$ cat src/uart_pkg.sv
// divider and character widths, frame phase type
`default_nettype none

package uart_pkg;

    // bit time is baud_div+1 clock cycles
    localparam int baud_w = 16; // divider width
    localparam int data_w = 8;  // one 8N1 character

    // phase of a frame in either direction
    typedef enum logic [1:0] {
        st_idle  = 2'd0, // line high and nothing in flight
        st_start = 2'd1, // start bit with line low
        st_data  = 2'd2, // data bits from lsb
        st_stop  = 2'd3  // stop bit with line high
    } uart_state_t;

endpackage

`default_nettype wire

$ cat src/uart_link.sv
// top level with transmitter, receiver and statistics side by side
`default_nettype none

module uart_link import uart_pkg::*; #(
    parameter int CNT_W = 8
) (
    input  logic              clk,
    input  logic              rst_n,
    input  logic [baud_w-1:0] baud_div,   // bit time shared by both sides
    input  logic              start_tx,
    input  logic [data_w-1:0] data_in,
    output logic              tx_pin,
    output logic              tx_started,
    output logic              tx_done,
    input  logic              rx_pin,
    output logic [data_w-1:0] rx_data,
    output logic              rx_valid,
    output logic              rx_frame_err,
    input  logic              stats_clr,
    output logic [CNT_W-1:0]  tx_count,
    output logic [CNT_W-1:0]  rx_count,
    output logic [CNT_W-1:0]  err_count
);

    uart_tx u_tx (
        .clk        (clk),
        .rst_n      (rst_n),
        .baud_div   (baud_div),
        .start_tx   (start_tx),
        .data_in    (data_in),
        .tx_pin     (tx_pin),
        .tx_started (tx_started),
        .tx_done    (tx_done)
    );

    uart_rx u_rx (
        .clk          (clk),
        .rst_n        (rst_n),
        .baud_div     (baud_div),
        .rx_pin       (rx_pin),
        .rx_data      (rx_data),
        .rx_valid     (rx_valid),
        .rx_frame_err (rx_frame_err)
    );

    // results of both directions meet here
    uart_stats #(
        .CNT_W (CNT_W)
    ) u_stats (
        .clk          (clk),
        .rst_n        (rst_n),
        .stats_clr    (stats_clr),
        .tx_done      (tx_done),
        .rx_valid     (rx_valid),
        .rx_frame_err (rx_frame_err),
        .tx_count     (tx_count),
        .rx_count     (rx_count),
        .err_count    (err_count)
    );

endmodule

`default_nettype wire

$ cat src/uart_rx.sv
// 8N1 receiver with line synchronizer, mid-bit sampling and result strobes
`default_nettype none

module uart_rx import uart_pkg::*; (
    input  logic              clk,
    input  logic              rst_n,
    input  logic [baud_w-1:0] baud_div,     // bit time minus one
    input  logic              rx_pin,       // asynchronous serial line
    output logic [data_w-1:0] rx_data,
    output logic              rx_valid,     // good frame for one cycle
    output logic              rx_frame_err  // stop bit low for one cycle
);

    localparam int idx_w = $clog2(data_w);

    logic              rx_meta;   // first synchronizer stage
    logic              rx_sync;   // second stage, safe to use
    logic              rx_prev;   // for edge detection
    logic              fall_edge;
    uart_state_t       state;
    logic [baud_w-1:0] bit_timer;
    logic [idx_w-1:0]  bit_idx;
    logic [data_w-1:0] shift_reg;
    logic              sample;    // mid-bit sample point

    assign fall_edge = rx_prev && !rx_sync;
    assign sample    = (bit_timer == '0);

    // synchronizer stages and edge history
    always_ff @(posedge clk) begin
        if (!rst_n) begin
            rx_meta <= 1'b1;
            rx_sync <= 1'b1;
            rx_prev <= 1'b1;
        end else begin
            rx_meta <= rx_pin;
            rx_sync <= rx_meta;
            rx_prev <= rx_sync;
        end
    end

    // bits arrive lsb first and shift in from the top
    always_ff @(posedge clk) begin
        if (state == st_data && sample) begin
            shift_reg <= {rx_sync, shift_reg[data_w-1:1]};
        end
        if (state == st_stop && sample && rx_sync) begin
            rx_data <= shift_reg;
        end
    end

    always_ff @(posedge clk) begin
        if (!rst_n) begin
            state        <= st_idle;
            bit_timer    <= '0;
            bit_idx      <= '0;
            rx_valid     <= 1'b0;
            rx_frame_err <= 1'b0;
        end else begin
            rx_valid     <= 1'b0;
            rx_frame_err <= 1'b0;
            case (state)
                st_idle: begin
                    if (fall_edge) begin
                        state     <= st_start;
                        bit_timer <= baud_div >> 1; // half a bit to mid start
                    end
                end
                st_start: begin
                    if (sample) begin
                        if (!rx_sync) begin
                            state     <= st_data;
                            bit_timer <= baud_div;
                            bit_idx   <= '0;
                        end else begin
                            state <= st_idle; // glitch gives no frame
                        end
                    end else begin
                        bit_timer <= bit_timer - 1'b1;
                    end
                end
                st_data: begin
                    if (sample) begin
                        bit_timer <= baud_div;
                        if (bit_idx == idx_w'(data_w - 1)) begin
                            state <= st_stop;
                        end else begin
                            bit_idx <= bit_idx + 1'b1;
                        end
                    end else begin
                        bit_timer <= bit_timer - 1'b1;
                    end
                end
                st_stop: begin
                    if (sample) begin
                        state        <= st_idle;
                        rx_valid     <= rx_sync;
                        rx_frame_err <= !rx_sync;
                    end else begin
                        bit_timer <= bit_timer - 1'b1;
                    end
                end
                default: state <= st_idle;
            endcase
        end
    end

    // a frame ends in exactly one result
    a_result_excl: assert property (@(posedge clk) disable iff (!rst_n)
        !(rx_valid && rx_frame_err));

    a_valid_pulse: assert property (@(posedge clk) disable iff (!rst_n)
        rx_valid |=> !rx_valid);

    a_err_pulse: assert property (@(posedge clk) disable iff (!rst_n)
        rx_frame_err |=> !rx_frame_err);

endmodule

`default_nettype wire

$ cat src/uart_stats.sv
// saturating counters of sent frames, good frames and framing errors
`default_nettype none

module uart_stats #(
    parameter int CNT_W = 8
) (
    input  logic             clk,
    input  logic             rst_n,
    input  logic             stats_clr,    // zeros all counters ahead of events
    input  logic             tx_done,
    input  logic             rx_valid,
    input  logic             rx_frame_err,
    output logic [CNT_W-1:0] tx_count,
    output logic [CNT_W-1:0] rx_count,
    output logic [CNT_W-1:0] err_count
);

    logic tx_done_q;  // previous tx_done
    logic tx_event;   // end of a sent frame

    assign tx_event = tx_done && !tx_done_q;

    // holds at all ones instead of wrapping
    function automatic logic [CNT_W-1:0] sat_inc(input logic [CNT_W-1:0] cnt,
                                                 input logic             ev);
        if (ev && (cnt != '1)) begin
            return cnt + 1'b1;
        end
        return cnt;
    endfunction

    always_ff @(posedge clk) begin
        if (!rst_n) begin
            tx_done_q <= 1'b1; // tx_done is high out of reset
            tx_count  <= '0;
            rx_count  <= '0;
            err_count <= '0;
        end else begin
            tx_done_q <= tx_done;
            if (stats_clr) begin
                tx_count  <= '0;
                rx_count  <= '0;
                err_count <= '0;
            end else begin
                tx_count  <= sat_inc(tx_count, tx_event);
                rx_count  <= sat_inc(rx_count, rx_valid);
                err_count <= sat_inc(err_count, rx_frame_err);
            end
        end
    end

    // a full counter only leaves its maximum through a clear
    a_tx_sat: assert property (@(posedge clk) disable iff (!rst_n)
        (tx_count == '1 && !stats_clr) |=> (tx_count == '1));
    a_rx_sat: assert property (@(posedge clk) disable iff (!rst_n)
        (rx_count == '1 && !stats_clr) |=> (rx_count == '1));
    a_err_sat: assert property (@(posedge clk) disable iff (!rst_n)
        (err_count == '1 && !stats_clr) |=> (err_count == '1));

endmodule

`default_nettype wire

$ cat src/uart_tx.sv
// 8N1 transmitter with programmable bit time and start/done status
`default_nettype none

module uart_tx import uart_pkg::*; (
    input  logic              clk,
    input  logic              rst_n,
    input  logic [baud_w-1:0] baud_div,   // bit time minus one
    input  logic              start_tx,   // single-cycle strobe
    input  logic [data_w-1:0] data_in,
    output logic              tx_pin,
    output logic              tx_started,
    output logic              tx_done
);

    localparam int idx_w = $clog2(data_w);

    uart_state_t       state;
    logic [baud_w-1:0] bit_timer;
    logic [idx_w-1:0]  bit_idx;
    logic [idx_w-1:0]  next_idx;
    logic [data_w-1:0] data_latch;
    logic              bit_end;   // last cycle of the current bit
    logic              accept;    // strobe taken while idle

    assign bit_end  = (bit_timer == '0);
    assign accept   = (state == st_idle) && start_tx;
    assign next_idx = bit_idx + 1'b1;

    // byte captured once per frame
    always_ff @(posedge clk) begin
        if (accept) begin
            data_latch <= data_in;
        end
    end

    always_ff @(posedge clk) begin
        if (!rst_n) begin
            state      <= st_idle;
            bit_timer  <= '0;
            bit_idx    <= '0;
            tx_pin     <= 1'b1;
            tx_started <= 1'b0;
            tx_done    <= 1'b1;
        end else begin
            case (state)
                st_idle: begin
                    if (start_tx) begin
                        state      <= st_start;
                        bit_timer  <= baud_div;
                        bit_idx    <= '0;
                        tx_pin     <= 1'b0; // start bit from next cycle
                        tx_started <= 1'b1;
                        tx_done    <= 1'b0;
                    end
                end
                st_start: begin
                    if (bit_end) begin
                        state     <= st_data;
                        bit_timer <= baud_div;
                        tx_pin    <= data_latch[0]; // lsb goes first
                    end else begin
                        bit_timer <= bit_timer - 1'b1;
                    end
                end
                st_data: begin
                    if (bit_end) begin
                        bit_timer <= baud_div;
                        if (bit_idx == idx_w'(data_w - 1)) begin
                            state  <= st_stop;
                            tx_pin <= 1'b1; // stop bit
                        end else begin
                            bit_idx <= next_idx;
                            tx_pin  <= data_latch[next_idx];
                        end
                    end else begin
                        bit_timer <= bit_timer - 1'b1;
                    end
                end
                st_stop: begin
                    if (bit_end) begin
                        state      <= st_idle;
                        tx_started <= 1'b0;
                        tx_done    <= 1'b1; // frame complete
                    end else begin
                        bit_timer <= bit_timer - 1'b1;
                    end
                end
                default: state <= st_idle;
            endcase
        end
    end

    // status flags are mutually exclusive for the whole frame
    a_status_excl: assert property (@(posedge clk) disable iff (!rst_n)
        !(tx_started && tx_done));

    // line rests high between frames
    a_idle_high: assert property (@(posedge clk) disable iff (!rst_n)
        (state == st_idle) |-> tx_pin);

endmodule

`default_nettype wire
$ cat config.mk
export PLATFORM = sky130hd
export DESIGN_NAME = uart_link
export DESIGN_NICKNAME = d
export VERILOG_FILES = /design/src/uart_pkg.sv /design/src/uart_link.sv /design/src/uart_rx.sv /design/src/uart_stats.sv /design/src/uart_tx.sv
export SDC_FILE = /design/constraint.sdc
export NUM_CORES = 1
export LEC_CHECK = 0
export BUFFER_PORTS_ARGS = -buffer_cell sky130_fd_sc_hd__buf_2
export CAP_MARGIN = 15
export CORE_ASPECT_RATIO = 1.75
export CORE_MARGIN = 2
export CORE_UTILIZATION = 35
export CTS_CLUSTER_SIZE = 20
export DETAILED_ROUTE_END_ITERATION = 8
export SETUP_SLACK_MARGIN = 0.4
export SYNTH_ARGS = -nofsm -noshare
export SYNTH_HDL_FRONTEND = slang
export SYNTH_SLANG_ARGS = --single-unit
$ cat constraint.sdc
create_clock -name clk -period 4.1 [get_ports clk]
set_input_delay 0.205 -clock clk [delete_from_list [all_inputs] [get_ports clk]]
set_output_delay 0.205 -clock clk [all_outputs]
set_load 0.05 [all_outputs]
==> Word-level counts from Yosys, hierarchy flattened <==
Index checks and enable logic that the tools add are counted.
Widths: inputs -> output; s select.
{ "word_totals": {"reg_bits": 99, "input_bits": 29, "output_inout_bits": 37, "word_cells": 143} }
{ "classes": {"n_addsub": 7, "n_lt_le_gt_ge": 1, "eq_ne": 27, "muxes": 56, "n_bitwise": 1, "reduce_logical": 30} }
{ "op_table": {"columns": ["op", "count"], "rows": [
  ["$mux 16", 8],
  ["$pmux 16 s4", 1],
  ["$pmux 16 s3", 1],
  ["$logic_not 16->1", 2],
  ["$sub 16x1->16 const B", 2],
  ["$add 8x1->8 const B", 3],
  ["$mux 8", 3],
  ["$ne 8x8->1 const B", 3],
  ["$mux 2", 11],
  ["$mux 3", 7],
  ["$mux 1", 17],
  ["$ne 2x1->1 const B", 8],
  ["$pmux 2 s4", 2],
  ["$reduce_and 5->1", 3],
  ["$ne 2x2->1 const B", 7],
  ["$pmux 3 s2", 2],
  ["$logic_and 1x1->1", 9],
  ["$reduce_and 3->1", 3],
  ["$eq 2x2->1 const B", 4],
  ["$reduce_and 4->1", 2],
  ["$add 3x1->3 const B", 2],
  ["$eq 3x3->1 const B", 2],
  ["$reduce_bool 2->1", 3],
  ["$eq 2x1->1 const B", 2],
  ["11 further kinds", 15]
]} }

==> Depth between registers and ports, before layout <==
{ "logic_depth": {"ltp_word": 6, "ltp_mapped": 9, "ltp_nobuf": 8} }

==> Cells and area by module <==
Synthesis repeated with hierarchy kept, for this count alone.
{ "hier_totals": {"hier_cells": 597, "area_unflattened_um2": 5530.3} }
{ "modules_own_cells": {"columns": ["mod", "n_inst", "cells_each", "area_per_inst_um2", "seq_area_each_um2"], "rows": [
  ["uart_rx", 1, 245, 2283.4, 1001.0],
  ["uart_tx", 1, 214, 1964.4, 720.7],
  ["uart_stats", 1, 138, 1282.5, 500.5]
]} }

==> Least setup slack after synthesis <==
Ideal clock, no wire load.
{ "synth_timing": {"kind": "register -> register", "start": "register u_tx.bit_timer[4]", "end": "register u_tx.bit_timer[13]", "setup_ps": 122, "arrival_ps": 1912, "t_required_ps": 3978, "setup_slack_ps": 2066, "path_stages_with_launch": 8, "n_path_buf": 1, "synth_period_minus_slack_ps": 2034, "path_cell_list": "dfxtp_1 > buf_2 > or4_1 > nor3_2 > nand2_1 > xor2_1 > a21oi_1 > o311a_1"} }
{ "synth_between": {"elab_chain_len": 3, "word_cells_on_any_way": 7, "classes_between": "1 x add/sub; 1 x eq/ne; 3 x mux; 2 x reduce/logical"} }
{ "synth_lines": {"columns": ["element", "line_no", "rtl"], "rows": [
  ["start, declared", "uart_tx.sv:18", "logic [baud_w-1:0] bit_timer;"],
  ["start signal, assigned", "uart_tx.sv:49", "bit_timer <= baud_div;"],
  ["start signal, assigned", "uart_tx.sv:59", "bit_timer <= baud_div;"],
  ["start signal, assigned", "uart_tx.sv:62", "bit_timer <= bit_timer - 1'b1;"],
  ["$sub 16x1->16 or $logic_not 16->1 (tied branches)", null, null],
  ["$mux 16, or another cell as far along", "uart_tx.sv:80", "if (bit_end) begin"],
  ["$pmux 16 s3 or $reduce_and 2->1 (tied branches)", null, null]
]} }
Several ways; a longest one is shown, not always the timed one. The select of a mux whose other input is x is not followed.
A chain may end at the register's enable or synchronous reset.

==> Worst setup path in the final report <==
{ "layout_timing": {"start": "register u_rx.state[0]", "end": "register u_rx.bit_timer[9]"} }
{ "layout_between": {"elab_chain_len": 3, "word_cells_on_any_way": 9, "classes_between": "6 x eq/ne; 1 x mux; 2 x reduce/logical"} }
{ "layout_lines": {"columns": ["element", "line_no", "rtl"], "rows": [
  ["start, declared", "uart_rx.sv:20", "uart_state_t state;"],
  ["start signal, assigned", "uart_rx.sv:54", "state <= st_idle;"],
  ["start signal, assigned", "uart_rx.sv:65", "state <= st_start;"],
  ["start signal, assigned", "uart_rx.sv:72", "state <= st_data;"],
  ["$eq 2x1->1, or another cell as far along", "uart_rx.sv:62", "case (state)"],
  ["$ne 3x3->1 (no line), or another cell as far along", null, null],
  ["$reduce_and 3->1 (no line)", null, null],
  ["end signal, assigned", "uart_rx.sv:66", "bit_timer <= baud_div >> 1;"],
  ["end signal, assigned", "uart_rx.sv:73", "bit_timer <= baud_div;"],
  ["end signal, assigned", "uart_rx.sv:79", "bit_timer <= bit_timer - 1'b1;"],
  ["end, declared", "uart_rx.sv:21", "logic [baud_w-1:0] bit_timer;"]
]} }
Several ways; a longest one is shown, not always the timed one.

==> metrics.yaml <==
status: "finished, final reports clean"
wl_per_cell_um: 16.6
setup_tns_ps: 0
worstMarginPinSlew_ps: 947
grt_pass1_vias: 4620
vias: 4599
grt_max_degree: 47
max_freq_mhz: 364
ios: 66
cts.repair.resized: 0
syn_area_per_cell_um2: 8.98
p_total_mw: 3.92
reg2reg_to: "u_rx.bit_timer[9]"
drcViolationCount: 0
multi_input_area_um2: 2780
place.gp.congestion: 0.862
critPathLaunchType: "flip-flop"
synth_seq_area_share_pct: 42.6
antenna_found_initial: 0
clk_pin_slew_worst_paths_ps: 70
holdPathStages: 1
final_cell_mix: "75 x dfxtp_1, 65 x buf_2, 63 x nor2_1"
die_area_um2: 15900
antenna_cells: 0
slew_viol_final: 0
hold_path.class: "primary input to flip-flop"
stdcell_count: 818
r2r-start: "u_rx.state[0]"
area_growth_pct: 14.4
finClkSkew_ps: 10.5
final_util_pct: 40.6
synth_top_flop_cell: "dfxtp_1"
final_area_um2: 5970
hold_slack_ps: 30.4
ff2ff_setup_slack_ps: 1350
layout_setup_ws_ps: 1350
powerDensity_nw_per_um2: 656
mostFrequentLayoutCell: "dfxtp_1"
finalHoldViolCount: 0
syn-cell-area_um2: 5220
placed_cells: 802
rr_worst_depth: 7
hp-start: "data_in[0]"
cts_tree: "done"
nets: 677
root_buffer: "clkbuf_16"
clkSinkCount: 99
synthesis.nets: 628
finalCritPeriodShare_pct: 67.1
synth_edf_count: 24
placed_area_um2: 5650
synth-async-reset-ratio_pct: 0
end_kind: "flip-flop"
rsz0062_at_grt: "no"
cap_viol_max_count: 0
fp.coreArea_um2: 14700
min_to: "u_tx.data_latch[0]"
drt_iter0_markers: 243
dieWidth_um: 96.3
drtPass1Iterations: 5
synth_cell_types: 67
cts_setup_buffers: 0
cp.required_ps: 4330
period_minus_slack_ps: 2750
dp_hpwl_um: 10000
synth_cells: 581
power_leakage_nw: 2.31
setup_viol: 0
worstSetupPathType: "flip-flop to flip-flop"
cp.arrival_ps: 2980
die_h_um: 165
postRouteAntennaNets: 0
clk_path_buf_depth: 2
drive_above_1_share_pct: 15.9
grt_pass1_wl_um: 21900
gr-total-overflow: 0
peakVddDrop_uv: 280
ys_warn_count: 0
ys_ff_latch: 99
rows: 59
crit_fanout: 25
via_per_inst: 5.62
nFillCells: 1465
pre_cts_ws_ps: 1370
wl_um: 13600
grt.total_usage_pct: 17.6
register_area_um2: 2220
cts-hold-fix-buffers: 0
relSlewSlack_pct: 36.6
initial_core_util_pct: 35.5
reg.largest.list: "u_rx.bit_timer (16), u_tx.bit_timer (16)"
port_buffers: 65
htreeDepth: 3
numCtsBuffers: 9
insertion_delay_ps: 350
worst max-delay path: stages, from the launching register on:
cell	delay (ps)
dfxtp_1	420
inv_1	90
ha_1	470
o21ai_0	290
o21a_1	730
nand2_1	330
nor2_1	230
nor3_1	70
worst max-delay path by stage:
stage,startpoint,to,cells after the start
6_report,u_rx.state[0],u_rx.bit_timer[9],7
5_1_grt,u_rx.state[0],u_rx.bit_timer[11],7
4_1_cts,u_rx.state[0],u_rx.bit_timer[8],7
3_5_place_dp,u_rx.state[0],u_rx.bit_timer[8],7
3_3_place_gp,u_rx.state[0],u_rx.bit_timer[7],7
2_1_floorplan,u_tx.bit_timer[4],u_tx.bit_timer[13],7
per-layer routing:
layer  vias to the layer above  wire (µm)  GRT usage [%]  part of all wire [%]
met4                         0        467           8.90                   3.4
met3                        38        543           3.13                   4.0
met2                       134       7550           32.5                    56
li1                       2220          -              -                     -
met5                         -          0              0                     0
met1                      2207       5010           18.4                    37
power by group:
group / internal [mW] / switching, mW / total [mW]
registers: 1.15 / 0.198 / 1.35
clock network: 0.441 / 0.434 / 0.875
logic: 0.642 / 1.05 / 1.69
cells in the mapped netlist (all sizes together) (3+ instances only):
library cell,instances,share of area (%)
o311ai,3,0.50
mux2i,4,0.77
o41ai,3,0.50
and4,4,0.67
nand3,22,2.1
nor2,63,4.5
a221oi,20,3.5
or3,6,0.72
o21ai,44,4.2
nand2b,11,1.3
ha,18,4.3
inv,19,1.4
nor4,8,1.7
a31oi,4,0.48
nand4,14,1.7
buf,7,1.0
o211ai,5,0.72
dfxtp,75,29
edfxtp,24,14
a21oi,27,2.6
nor3,24,2.8
a22oi,3,0.43
xnor2,21,3.5
and3,3,0.36
nand2,53,3.8
xor2,23,3.9
o22ai,6,0.72
or4,3,0.50
clkbuf,23,1.7
o21a,6,0.86
nor4b,3,0.62
cell type report:
| class | count | area share [%] |
|---|---|---|
| inverter | 20 | 1.26 |
| timing repair buffer | 68 | 5.83 |
| multi-input combinational | 432 | 46.6 |
| clock inverter | 7 | 1.49 |
| sequential | 99 | 37.2 |
| tap | 183 | 3.84 |
| clock buffer | 9 | 3.78 |
logic make-up (layout without fill, tap and decap cells):
family	after synthesis	after routing	synth area share, %
flops	99	99	42.6
simple gates	225	225	22.5
buf+inv	50	104	4.13
compound gates	139	139	17.5
xor+xnor	44	44	7.39
mux	6	6	1.63
fa+ha+maj	18	18	4.32
Power figures use the tool's default switching activity.
